===== config.mk =====
export PLATFORM = sky130hd
export DESIGN_NAME = wb_line_master
export DESIGN_NICKNAME = d
export VERILOG_FILES = /design/src/dmem_pkg.sv /design/src/wb_line_master.sv
export VERILOG_INCLUDE_DIRS = /design/src
export SDC_FILE = /design/constraint.sdc
export NUM_CORES = 1
export LEC_CHECK = 0
export BUFFER_PORTS_ARGS = -buffer_cell sky130_fd_sc_hd__buf_4
export CAP_MARGIN = 20
export CORE_ASPECT_RATIO = 0.7
export CORE_UTILIZATION = 27
export CTS_CLUSTER_SIZE = 14
export DETAILED_ROUTE_END_ITERATION = 10
export PLACE_DENSITY = 0.76
export SLEW_MARGIN = 20
export SYNTH_ARGS = -nofsm -noshare
export SYNTH_HDL_FRONTEND = slang
export SYNTH_SLANG_ARGS = --single-unit

===== constraint.sdc =====
create_clock -name clk -period 1 [get_ports clk]
set_input_delay 0 -clock clk [delete_from_list [all_inputs] [get_ports clk]]
set_output_delay 0 -clock clk [all_outputs]
set_load 0.02 [all_outputs]

===== src/dmem_settings.svh =====
`ifndef DMEM_SETTINGS_SVH
`define DMEM_SETTINGS_SVH

// word address into the data space
`define DMEM_ADDR_W 16

// 64 lines of 4 words each
`define DMEM_INDEX_W 6
`define DMEM_OFFSET_W 2

// what is left of the address above index and offset
`define DMEM_TAG_W (`DMEM_ADDR_W - `DMEM_INDEX_W - `DMEM_OFFSET_W)

`define DMEM_DATA_W 32

`endif


===== src/dmem_pkg.sv =====
`default_nettype none

`include "dmem_settings.svh"

package dmem_pkg;

    // core side load/store request
    typedef struct packed {
        logic                    rd;
        logic                    wr;
        logic [`DMEM_ADDR_W-1:0] addr;
        logic [`DMEM_DATA_W-1:0] wdata;
    } dmem_req_t;

    // wishbone classic, master to slave
    typedef struct packed {
        logic                    cyc;
        logic                    stb;
        logic                    we;
        logic [`DMEM_ADDR_W-1:0] addr;
        logic [`DMEM_DATA_W-1:0] dat;
    } wb_m2s_t;

    // wishbone classic, slave to master
    typedef struct packed {
        logic                    ack;
        logic [`DMEM_DATA_W-1:0] dat;
    } wb_s2m_t;

    typedef enum logic {
        LINE_READ,
        LINE_WRITE
    } line_dir_e;

    // base is {tag, index} with the beat number below it
    typedef struct packed {
        logic                                  start;
        line_dir_e                             dir;
        logic [`DMEM_TAG_W+`DMEM_INDEX_W-1:0]  base;
    } line_cmd_t;

    typedef struct packed {
        logic                      valid;
        logic [`DMEM_OFFSET_W-1:0] num;
        logic [`DMEM_DATA_W-1:0]   data;
    } beat_t;

    typedef enum logic [1:0] {
        ST_IDLE,
        ST_EVICT,
        ST_REFILL,
        ST_SETTLE
    } ctrl_state_e;

endpackage

`default_nettype wire


===== src/wb_line_master.sv =====
`timescale 1ns/1ps
`default_nettype none

`include "dmem_settings.svh"

module wb_line_master import dmem_pkg::*; (
    input  logic                      clk,
    input  logic                      rst,
    input  line_cmd_t                 cmd,
    input  logic [`DMEM_DATA_W-1:0]   wr_word,
    output beat_t                     beat,
    output logic [`DMEM_OFFSET_W-1:0] next_beat,
    output logic                      done,
    output wb_m2s_t                   wbm,
    input  wb_s2m_t                   wbs
);

    logic                                 cyc_q;
    logic                                 stb_q;
    logic                                 we_q;
    logic [`DMEM_OFFSET_W-1:0]            cnt_q;
    logic [`DMEM_TAG_W+`DMEM_INDEX_W-1:0] base_q;
    logic                                 ack_beat;
    logic                                 last;

    assign ack_beat = stb_q & wbs.ack;
    assign last     = (cnt_q == '1);

    always_ff @(posedge clk) begin
        if (rst) begin
            cyc_q <= 1'b0;
            stb_q <= 1'b0;
            we_q  <= 1'b0;
            cnt_q <= '0;
        end else if (!cyc_q) begin
            if (cmd.start) begin
                cyc_q <= 1'b1;
                stb_q <= 1'b1;
                we_q  <= (cmd.dir == LINE_WRITE);
                cnt_q <= '0;
            end
        end else if (ack_beat) begin
            // counter wraps back to 0 after the last beat
            cnt_q <= cnt_q + 1'b1;
            if (last) begin
                cyc_q <= 1'b0;
                stb_q <= 1'b0;
            end else begin
                // writes skip a cycle so the ram read catches up
                stb_q <= ~we_q;
            end
        end else if (!stb_q) begin
            stb_q <= 1'b1;
        end
    end

    always_ff @(posedge clk) begin
        if (!cyc_q && cmd.start) begin
            base_q <= cmd.base;
        end
    end

    always_comb begin
        wbm.cyc    = cyc_q;
        wbm.stb    = stb_q;
        wbm.we     = we_q;
        wbm.addr   = {base_q, cnt_q};
        wbm.dat    = wr_word;
        beat.valid = ack_beat;
        beat.num   = cnt_q;
        beat.data  = wbs.dat;
    end

    assign next_beat = cnt_q;
    assign done      = ack_beat & last;

endmodule

`default_nettype wire


==> summary.txt <==
Logic synthesis
  • Avg Synthesized Cell Area: between 10 and 15 µm²
  • Synth area leader: buf_4
  • Count leader, synth: buf_4
  • Register area share after synthesis: 0.431
  • Main synth FF type: edfxtp_1
  • Number of synthesis warnings: 0
  • Async set or reset register ratio after synthesis: 0
  • Cell area after synthesis: between 1000 and 1500 µm²
  • Synth cell count leaders: 73 x buf_4, 14 x edfxtp_1, 5 x dfxtp_1
  • Syn Nets: between 150 and 200
  • Post-synth EDFFs: 14
  • Mapped Cells: 112
  • FF+latch count, synth: 19
  • Proportion of netlist area held by the largest area contributor: 0.454
  • Top cells by area, synth: buf_4 45%, edfxtp_1 35%, dfxtp_1 8.3%
  • Synth cell types: 18

Floorplan
  • Core footprint: slightly above 4000 µm²
  • I/O Pins: between 150 and 200
  • Die Ht: 58.0 µm
  • Die Area: approximately 4700 µm²
  • Starting Density: 0.295
  • Num rows: 19
  • Die X: slightly above 80 µm

STA
  • Final period utilization: 1.05
  • Fin crit period: 1.05 ns
  • Endpoints failing setup: 1
  • Slew Viols, Final: 0
  • Skew final: about 0.0024 ns
  • RSZ-0062 raised after global routing: yes
  • Fmax: between 900 and 1000 MHz
  • Final Hold Viols: 0
  • Final WS setup: -0.0470 ns
  • Slew margin rel.: 0.854
  • Setup TNS: -0.0470 ns
  • Actual slew at the worst max-slew pin: ~0.22 ns

Worst hold path
  • Hold crit path type: primary input to primary output
  • Hold path depth: 0

Flow run
  • Max-cap violations: 0

Clock tree
  • H-tree Lvls: 1
  • Clock transition at path regs: ~0.070 ns
  • CTS Buffer Depth: 2
  • Num Clock Sinks: 19
  • Worst-Skew Late Latency: between 0.2 and 0.25 ns
  • Root Driver: clkbuf_8
  • TritonCTS clock tree: built
  • CTS Buf Count: 3

Global route
  • Pin count of the biggest net entering global routing: 15
  • First-pass GRT wire length: 3420 µm
  • Grt total ovfl: 0
  • GR Util All Layers: 0.101
  • Initial antenna violation count: 0
  • Number of global-route vias before repair: ~660

Drt
  • Met1 WL: around 790 µm
  • Routed vias/inst: between 4 and 5
  • Met2 Wirelength: between 1000 and 1500 µm
  • DR WL met3: around 530 µm
  • DRC errors left: 0
  • Via count: 675
  • First-iteration detailed-routing DRC count: 41
  • Wire per inst: around 17 µm
  • Post-Route WL: around 2600 µm
  • Antenna Nets Post-Route: 0
  • Initial DRT Pass Iterations: 2
  • Highest routed layer: met4

Layout
  • Layout fillers: between 300 and 400
  • Fin util: 0.331
  • Multi-input logic area: between 150 and 200 µm²
  • Register area: about 530 µm²
  • Area Growth Syn to Fin: 12.2%
  • Layout cells sized above 1: 0.561
  • Design Area, Final: ~1400 µm²
  • NumNets Final: 192
  • N_diodes: 0

Worst setup path
  • Crit path DAT: around 1.1 ns
  • Crit Path Category: flip-flop to primary output
  • R2R cell count: 4
  • Critical path startpoint category: flip-flop
  • CP Capture Type: primary output
  • Max FO, Critical Path: 3
  • Worst Path Required: 1.00 ns

Placement
  • Post-DP HPWL: a little under 2000 µm
  • Place WS: approximately 0.048 ns
  • RePlAce Congestion: between 0.8 and 0.9
  • Buffers on Ports: between 40 and 50
  • DP Area: approximately 1100 µm²

Run status
  • Failing checks: setup timing
  • Outcome: finished, violations left

Pwr
  • Total power draw: roughly 1.7 mW
  • VDD IR max: 0.480 mV
  • PwrDens: approximately 1300 nW/µm²
  • LEAKAGE: around 0.57 nW
-- what timing repair did --
action / CTS / global route
endpoints found under the hold margin: 19 / 0
hold buffers: 15 / 0
endpoints found under the setup margin: 2 / 4
pin swaps: 2 / 1
setup buffers: 1 / 2
resized for setup: 6 / 7
-- layer usage --
layer | vias up | global-route usage
met5 | - | 0
met4 | 0 | 0.0752
met3 | 18 | 0.0898
met2 | 68 | 0.158
met1 | 299 | 0.0807
li1 | 290 | -
-- worst paths after layout --
check / end / slack [ns] / from
worst max-delay path: done / -0.05 / next_beat[1]
worst min-delay path: beat[20] / 0.000009 / wbs[20]
worst min register to register: next_beat[1] / 0.54 / stb_q
worst max register to register: next_beat[0] / 0.05 / next_beat[0]
-- cell usage in the layout (no fill, tap or decap), drive strengths merged --
cell type     n
inv           1
a31oi         2
nand4         1
a311oi        1
nor2          3
edfxtp       14
nand2         3
ha            1
nor2b         1
nand4b        1
o2111ai       1
mux2i         1
and3          1
clkbuf        4
dlygate4sd3  15
dfxtp         5
o31ai         1
nand3         2
buf          49
-- where the power goes --
group	switching, mW	leakage [nW]	internal (mW)
Clock	0.221	0.0228	0.282
Combinational	0.142	0.366	0.175
Sequential	0.0214	0.176	0.892
-- area by class of cell --
cell class | count | share of cell area
Sequential cell | 19 | 0.391
Multi-Input combinational cell | 19 | 0.117
Clock buffer | 4 | 0.0332
Tap cell | 52 | 0.0480
Timing Repair Buffer | 64 | 0.408
Inverter | 1 | 0.00277
-- critical path: stages, from the launching register on --
cell	delay [ns]
dfxtp_4	0.35
ha_4	0.16
and3_4	0.17
buf_6	0.12
-- metrics by stage --
stage | hold WS, ns | cells
after floorplan | 0.0620 | 112
after global placement | 0.000137 | 137
after detailed placement | 0.000137 | 137
after CTS | 0.000137 | 157
after global routing | 0.0000293 | 159
final | 0.00000886 | 159
-- kinds of logic after synthesis --
family                     Yosys count  synth area share
adders and majority gates            1            0.0104
AOI/OAI and AO/OA                    5            0.0311
muxes                                1           0.00829
buffers and inverters               74             0.457
and+or+nand+nor                     12            0.0622
DFF                                 19             0.431
-- sequential cells by signal (all words and copies together) (netlist names) --
| register | flops |
|---|---|
| base_q | 14 |
| cyc_q | 1 |
| next_beat | 2 |
| stb_q | 1 |
| we_q | 1 |
Power figures use the tool's default switching activity.
