$ cat config.mk
export PLATFORM = sky130hd
export DESIGN_NAME = dmem_ctrl
export DESIGN_NICKNAME = d
export VERILOG_FILES = /design/src/dmem_pkg.sv /design/src/dmem_ctrl.sv
export VERILOG_INCLUDE_DIRS = /design/src
export SDC_FILE = /design/constraint.sdc
export NUM_CORES = 1
export LEC_CHECK = 0
export BUFFER_PORTS_ARGS = -buffer_cell sky130_fd_sc_hd__clkbuf_2
export CORE_UTILIZATION = 35
export CTS_CLUSTER_SIZE = 10
export DETAILED_ROUTE_END_ITERATION = 12
export GPL_ROUTABILITY_DRIVEN = 0
export PLACE_DENSITY = 0.85
export SLEW_MARGIN = 20
export SYNTH_ARGS = -nofsm -noshare
export SYNTH_HDL_FRONTEND = slang
export SYNTH_SLANG_ARGS = --single-unit
$ cat constraint.sdc
create_clock -name clk -period 1.8 [get_ports clk]
set_input_delay 0.36 -clock clk [delete_from_list [all_inputs] [get_ports clk]]
set_output_delay 0.36 -clock clk [all_outputs]
set_load 0.05 [all_outputs]
$ cat src/dmem_settings.svh
`ifndef DMEM_SETTINGS_SVH
`define DMEM_SETTINGS_SVH

// word address into the data space
`define DMEM_ADDR_W 16

// 64 lines of 4 words each
`define DMEM_INDEX_W 6
`define DMEM_OFFSET_W 2

// what is left of the address above index and offset
`define DMEM_TAG_W (`DMEM_ADDR_W - `DMEM_INDEX_W - `DMEM_OFFSET_W)

`define DMEM_DATA_W 32

`endif

$ cat src/dmem_pkg.sv
`default_nettype none

`include "dmem_settings.svh"

package dmem_pkg;

    // core side load/store request
    typedef struct packed {
        logic                    rd;
        logic                    wr;
        logic [`DMEM_ADDR_W-1:0] addr;
        logic [`DMEM_DATA_W-1:0] wdata;
    } dmem_req_t;

    // wishbone classic, master to slave
    typedef struct packed {
        logic                    cyc;
        logic                    stb;
        logic                    we;
        logic [`DMEM_ADDR_W-1:0] addr;
        logic [`DMEM_DATA_W-1:0] dat;
    } wb_m2s_t;

    // wishbone classic, slave to master
    typedef struct packed {
        logic                    ack;
        logic [`DMEM_DATA_W-1:0] dat;
    } wb_s2m_t;

    typedef enum logic {
        LINE_READ,
        LINE_WRITE
    } line_dir_e;

    // base is {tag, index} with the beat number below it
    typedef struct packed {
        logic                                  start;
        line_dir_e                             dir;
        logic [`DMEM_TAG_W+`DMEM_INDEX_W-1:0]  base;
    } line_cmd_t;

    typedef struct packed {
        logic                      valid;
        logic [`DMEM_OFFSET_W-1:0] num;
        logic [`DMEM_DATA_W-1:0]   data;
    } beat_t;

    typedef enum logic [1:0] {
        ST_IDLE,
        ST_EVICT,
        ST_REFILL,
        ST_SETTLE
    } ctrl_state_e;

endpackage

`default_nettype wire

$ cat src/dmem_ctrl.sv
`timescale 1ns/1ps
`default_nettype none

`include "dmem_settings.svh"

module dmem_ctrl import dmem_pkg::*; (
    input  logic                      clk,
    input  logic                      rst,
    input  dmem_req_t                 req,
    output logic                      stall,
    input  logic                      hit,
    input  logic                      victim_dirty,
    input  logic [`DMEM_TAG_W-1:0]    victim_tag,
    output logic                      tag_fill,
    output logic                      tag_dirty_set,
    output logic [`DMEM_OFFSET_W-1:0] ram_word,
    output logic                      ram_wr_en,
    output logic [`DMEM_DATA_W-1:0]   ram_wr_data,
    output line_cmd_t                 cmd,
    input  beat_t                     beat,
    input  logic [`DMEM_OFFSET_W-1:0] next_beat,
    input  logic                      done
);

    logic [`DMEM_TAG_W-1:0]    req_tag;
    logic [`DMEM_INDEX_W-1:0]  req_index;
    logic [`DMEM_OFFSET_W-1:0] req_word;
    logic                      active;
    ctrl_state_e               state;

    assign {req_tag, req_index, req_word} = req.addr;
    assign active = req.rd | req.wr;

    // a miss stalls in the same cycle and any transfer keeps it up
    assign stall = (state != ST_IDLE) | (active & ~hit);

    always_ff @(posedge clk) begin
        if (rst) begin
            state <= ST_IDLE;
            cmd   <= '0;
        end else begin
            // start is a single cycle pulse
            cmd.start <= 1'b0;
            case (state)
                ST_IDLE: begin
                    if (active && !hit) begin
                        cmd.start <= 1'b1;
                        if (victim_dirty) begin
                            // write the old line back first
                            state    <= ST_EVICT;
                            cmd.dir  <= LINE_WRITE;
                            cmd.base <= {victim_tag, req_index};
                        end else begin
                            state    <= ST_REFILL;
                            cmd.dir  <= LINE_READ;
                            cmd.base <= {req_tag, req_index};
                        end
                    end
                end
                ST_EVICT: begin
                    if (done) begin
                        state     <= ST_REFILL;
                        cmd.start <= 1'b1;
                        cmd.dir   <= LINE_READ;
                        cmd.base  <= {req_tag, req_index};
                    end
                end
                ST_REFILL: begin
                    if (done) begin
                        state <= ST_SETTLE;
                    end
                end
                ST_SETTLE: begin
                    state <= ST_IDLE;
                end
                default: begin
                    state <= ST_IDLE;
                end
            endcase
        end
    end

    // ram and tag steering
    always_comb begin
        tag_fill      = 1'b0;
        tag_dirty_set = 1'b0;
        ram_word      = req_word;
        ram_wr_en     = 1'b0;
        ram_wr_data   = req.wdata;
        case (state)
            ST_IDLE: begin
                ram_wr_en     = req.wr & hit;
                tag_dirty_set = req.wr & hit;
            end
            ST_EVICT: begin
                // fetch ahead for the master's next write beat
                ram_word = next_beat;
            end
            ST_REFILL: begin
                ram_word    = beat.num;
                ram_wr_en   = beat.valid;
                ram_wr_data = beat.data;
                // line is complete with the last beat
                tag_fill    = done;
            end
            default: begin
            end
        endcase
    end

endmodule

`default_nettype wire

==> impl_metrics.yaml <==
layout:
  final_cell_mix: "clkbuf_2, buf_8, mux2_4"
  drive_gt1_share_pct: 70.5
  area_growth_pct: 117
  final_common_cell: "clkbuf_2"
  multiInputGateArea_sq_mm: 0.00119
  nFillCells: 219
  fin_area_sq_mm: 0.00313
  seqCellArea_sq_um: 363
  diodes: 0
  fin_nets: 436
clock_network:
  htreeDepth: 1
  clock_latency_ns: 0.26
  cts_tree: "built"
  holdBufCountCts: 0
  numCtsBuffers: 3
  clk_path_buf_depth: 2
  clk_pin_slew_worst_paths_ns: 0.07
  clockRootBuffer: "clkbuf_8"
  clock-sinks: 18
drt:
  via_per_inst: 5.36
  avgRoutedWirePerCell_um: 19.0
  drc_errors: 0
  drt_iter0_markers: 71
  wl_um: 7220
  dr.pass1.iters: 4
  vias: 2035
  ant_nets: 0
timing:
  worstMarginPinSlew_ns: 0.473
  drv_slew: 0
  hold_violations: 0
  skew_ns: 0.00118
  rsz0062_at_grt: "true"
  setup_viol: 35
  layout_worst_path_cycle_share_pct: 107
  holdWs_ns: 0.342
  fin_crit_ns: 1.92
  max-slew-margin-rel_pct: 68.3
  max_freq_ghz: 0.521
  worst_slack_ns: -0.120
  fin_setup_tns_ns: -3.06
critical_path:
  crit_slowest_cell: "dfxtp_2"
  cp_num_buf_inv: 3
  crit_fanout: 6
  r2r_start: "state[1]"
  crit_chain: "inv_2, ha_4, clkbuf_16, mux2_4, buf_8"
  critical_path.top_delay_family: "buffers and inverters"
  crit_required_ns: 1.44
  crit_path_max_incr_delay_ns: 0.33
  worstSetupStartpoint: "state[0]"
  arrival_ns: 1.56
  end_kind: "primary output"
  critPathKind: "flop to primary output"
  cp-start-kind: "flop"
global_route:
  grt_usage_pct: 28.6
  grt_pass1_wl_um: 9200
  antenna_found_initial: 0
  grt_pass1_vias: 1878
  grt_max_degree: 21
  gr-total-overflow: 0
logic_synthesis:
  synth.net_count: 270
  netlist_instances: 167
  synthesis.area_sq_mm: 0.00144
  ys.warnings.count: 0
  seq_area_frac_synth_pct: 25.0
  synth_area_per_cell_sq_um: 8.62
  synth_seq_cells: 18
  synth_cell_types: 27
job:
  drv_cap: 0
run_status:
  status: "finished, violations left"
  failed_checks: "negative setup slack"
floorplanning:
  die_height_um: 66.1
  die_w_um: 66.1
  row_count: 22
  start_util_pct: 37.9
  core_area_sq_mm: 0.00380
  die-area_sq_mm: 0.00438
  boundaryPins: 154
placement:
  hpwlAfterDp_um: 4520
  pre_cts_ws_ns: -0.0288
  port_buffers: 153
  placed_area_sq_mm: 0.00234
pwr:
  power_density_mw_per_mm2: 2130
  power_w: 0.00666
  p_leak_nw: 1.57
  peakVddDrop_mv: 1.31
min_path:
  hp-start: "req[34]"
  min_path_type: "input pin to flop"
report_power, final:
part	internal (W)	total, W	switching, W	leakage (nW)
clock network	0.000195	0.000337	0.000142	0.0288
logic	0.00258	0.00567	0.00309	1.39
registers	0.000560	0.000652	0.0000914	0.148
metrics by stage:
stage / instances / util, %
floorplan: 167 / -
finish: 380 / 82.3
CTS: 373 / 75.2
global placement: 365 / 61.5
global route: 380 / 82.3
detailed placement: 365 / 61.5
per-layer routing:
layer / share of wire (%) / up-vias / track usage (%)
met5: 0 / - / 0
met4: 5.8 / 0 / 16.0
met3: 9.0 / 35 / 7.93
met2: 49 / 135 / 50.8
met1: 36 / 939 / 30.0
li1: - / 926 / -
cells in the mapped netlist (all sizes together):
library cell,instances,share of area [%]
mux2,32,25
nand3,22,7.6
dfxtp,18,25
a21oi,17,5.9
nor2,17,4.4
buf,11,4.8
a211oi,10,7.6
nand2,10,2.6
nand2b,9,3.9
a22oi,3,2.5
ha,3,2.6
inv,3,0.78
clkbuf,2,0.52
mux2i,2,1.4
a21o,1,0.52
a2bb2oi,1,0.61
and2,1,0.43
and3,1,0.43
nor2b,1,0.43
nor3,1,1.1
o21ai,1,0.35
o21bai,1,1.3
kinds of logic after synthesis:
kind of cell	share of synthesized area, %
adders and majority gates	2.61
muxes	26.4
buffers and inverters	6.08
DFF	25.0
AOI/OAI and AO/OA	18.9
and+or+nand+nor	21.0
path summary, 6_finish.rpt:
check | to | slack, ns | depth (start not counted)
setup / recovery | ram_wr_data[30] | -0.12 | 5
setup reg to reg | cmd[1] | 0.04 | 7
hold / removal | cmd[0] | 0.34 | 3
hold reg to reg | cmd[4] | 0.47 | 2
registers in the layout (all words and copies together) (netlist names):
signal	flops
cmd	16
state	2
tightest hold or removal path, delay by kind of cell:
kind / cells / cell delay, ns
buf+inv: 1 / 0.08
mux: 1 / 0.06
simple gates: 1 / 0.07
final cells by class:
type | count | area share, %
well taps | 48 | 1.92
multi-input cells | 133 | 38.2
inverters | 3 | 0.360
flip-flops and latches | 18 | 11.6
repair buffers | 174 | 46.2
clock buffers | 4 | 1.76
repair_timing:
item | in CTS | in global routing
setup endpoints to repair | 37 | 39
cloned | 1 | 4
gates resized for setup | 98 | 62
pin swaps | 4 | 5
setup buffers | 3 | 3
Power figures use the tool's default switching activity.
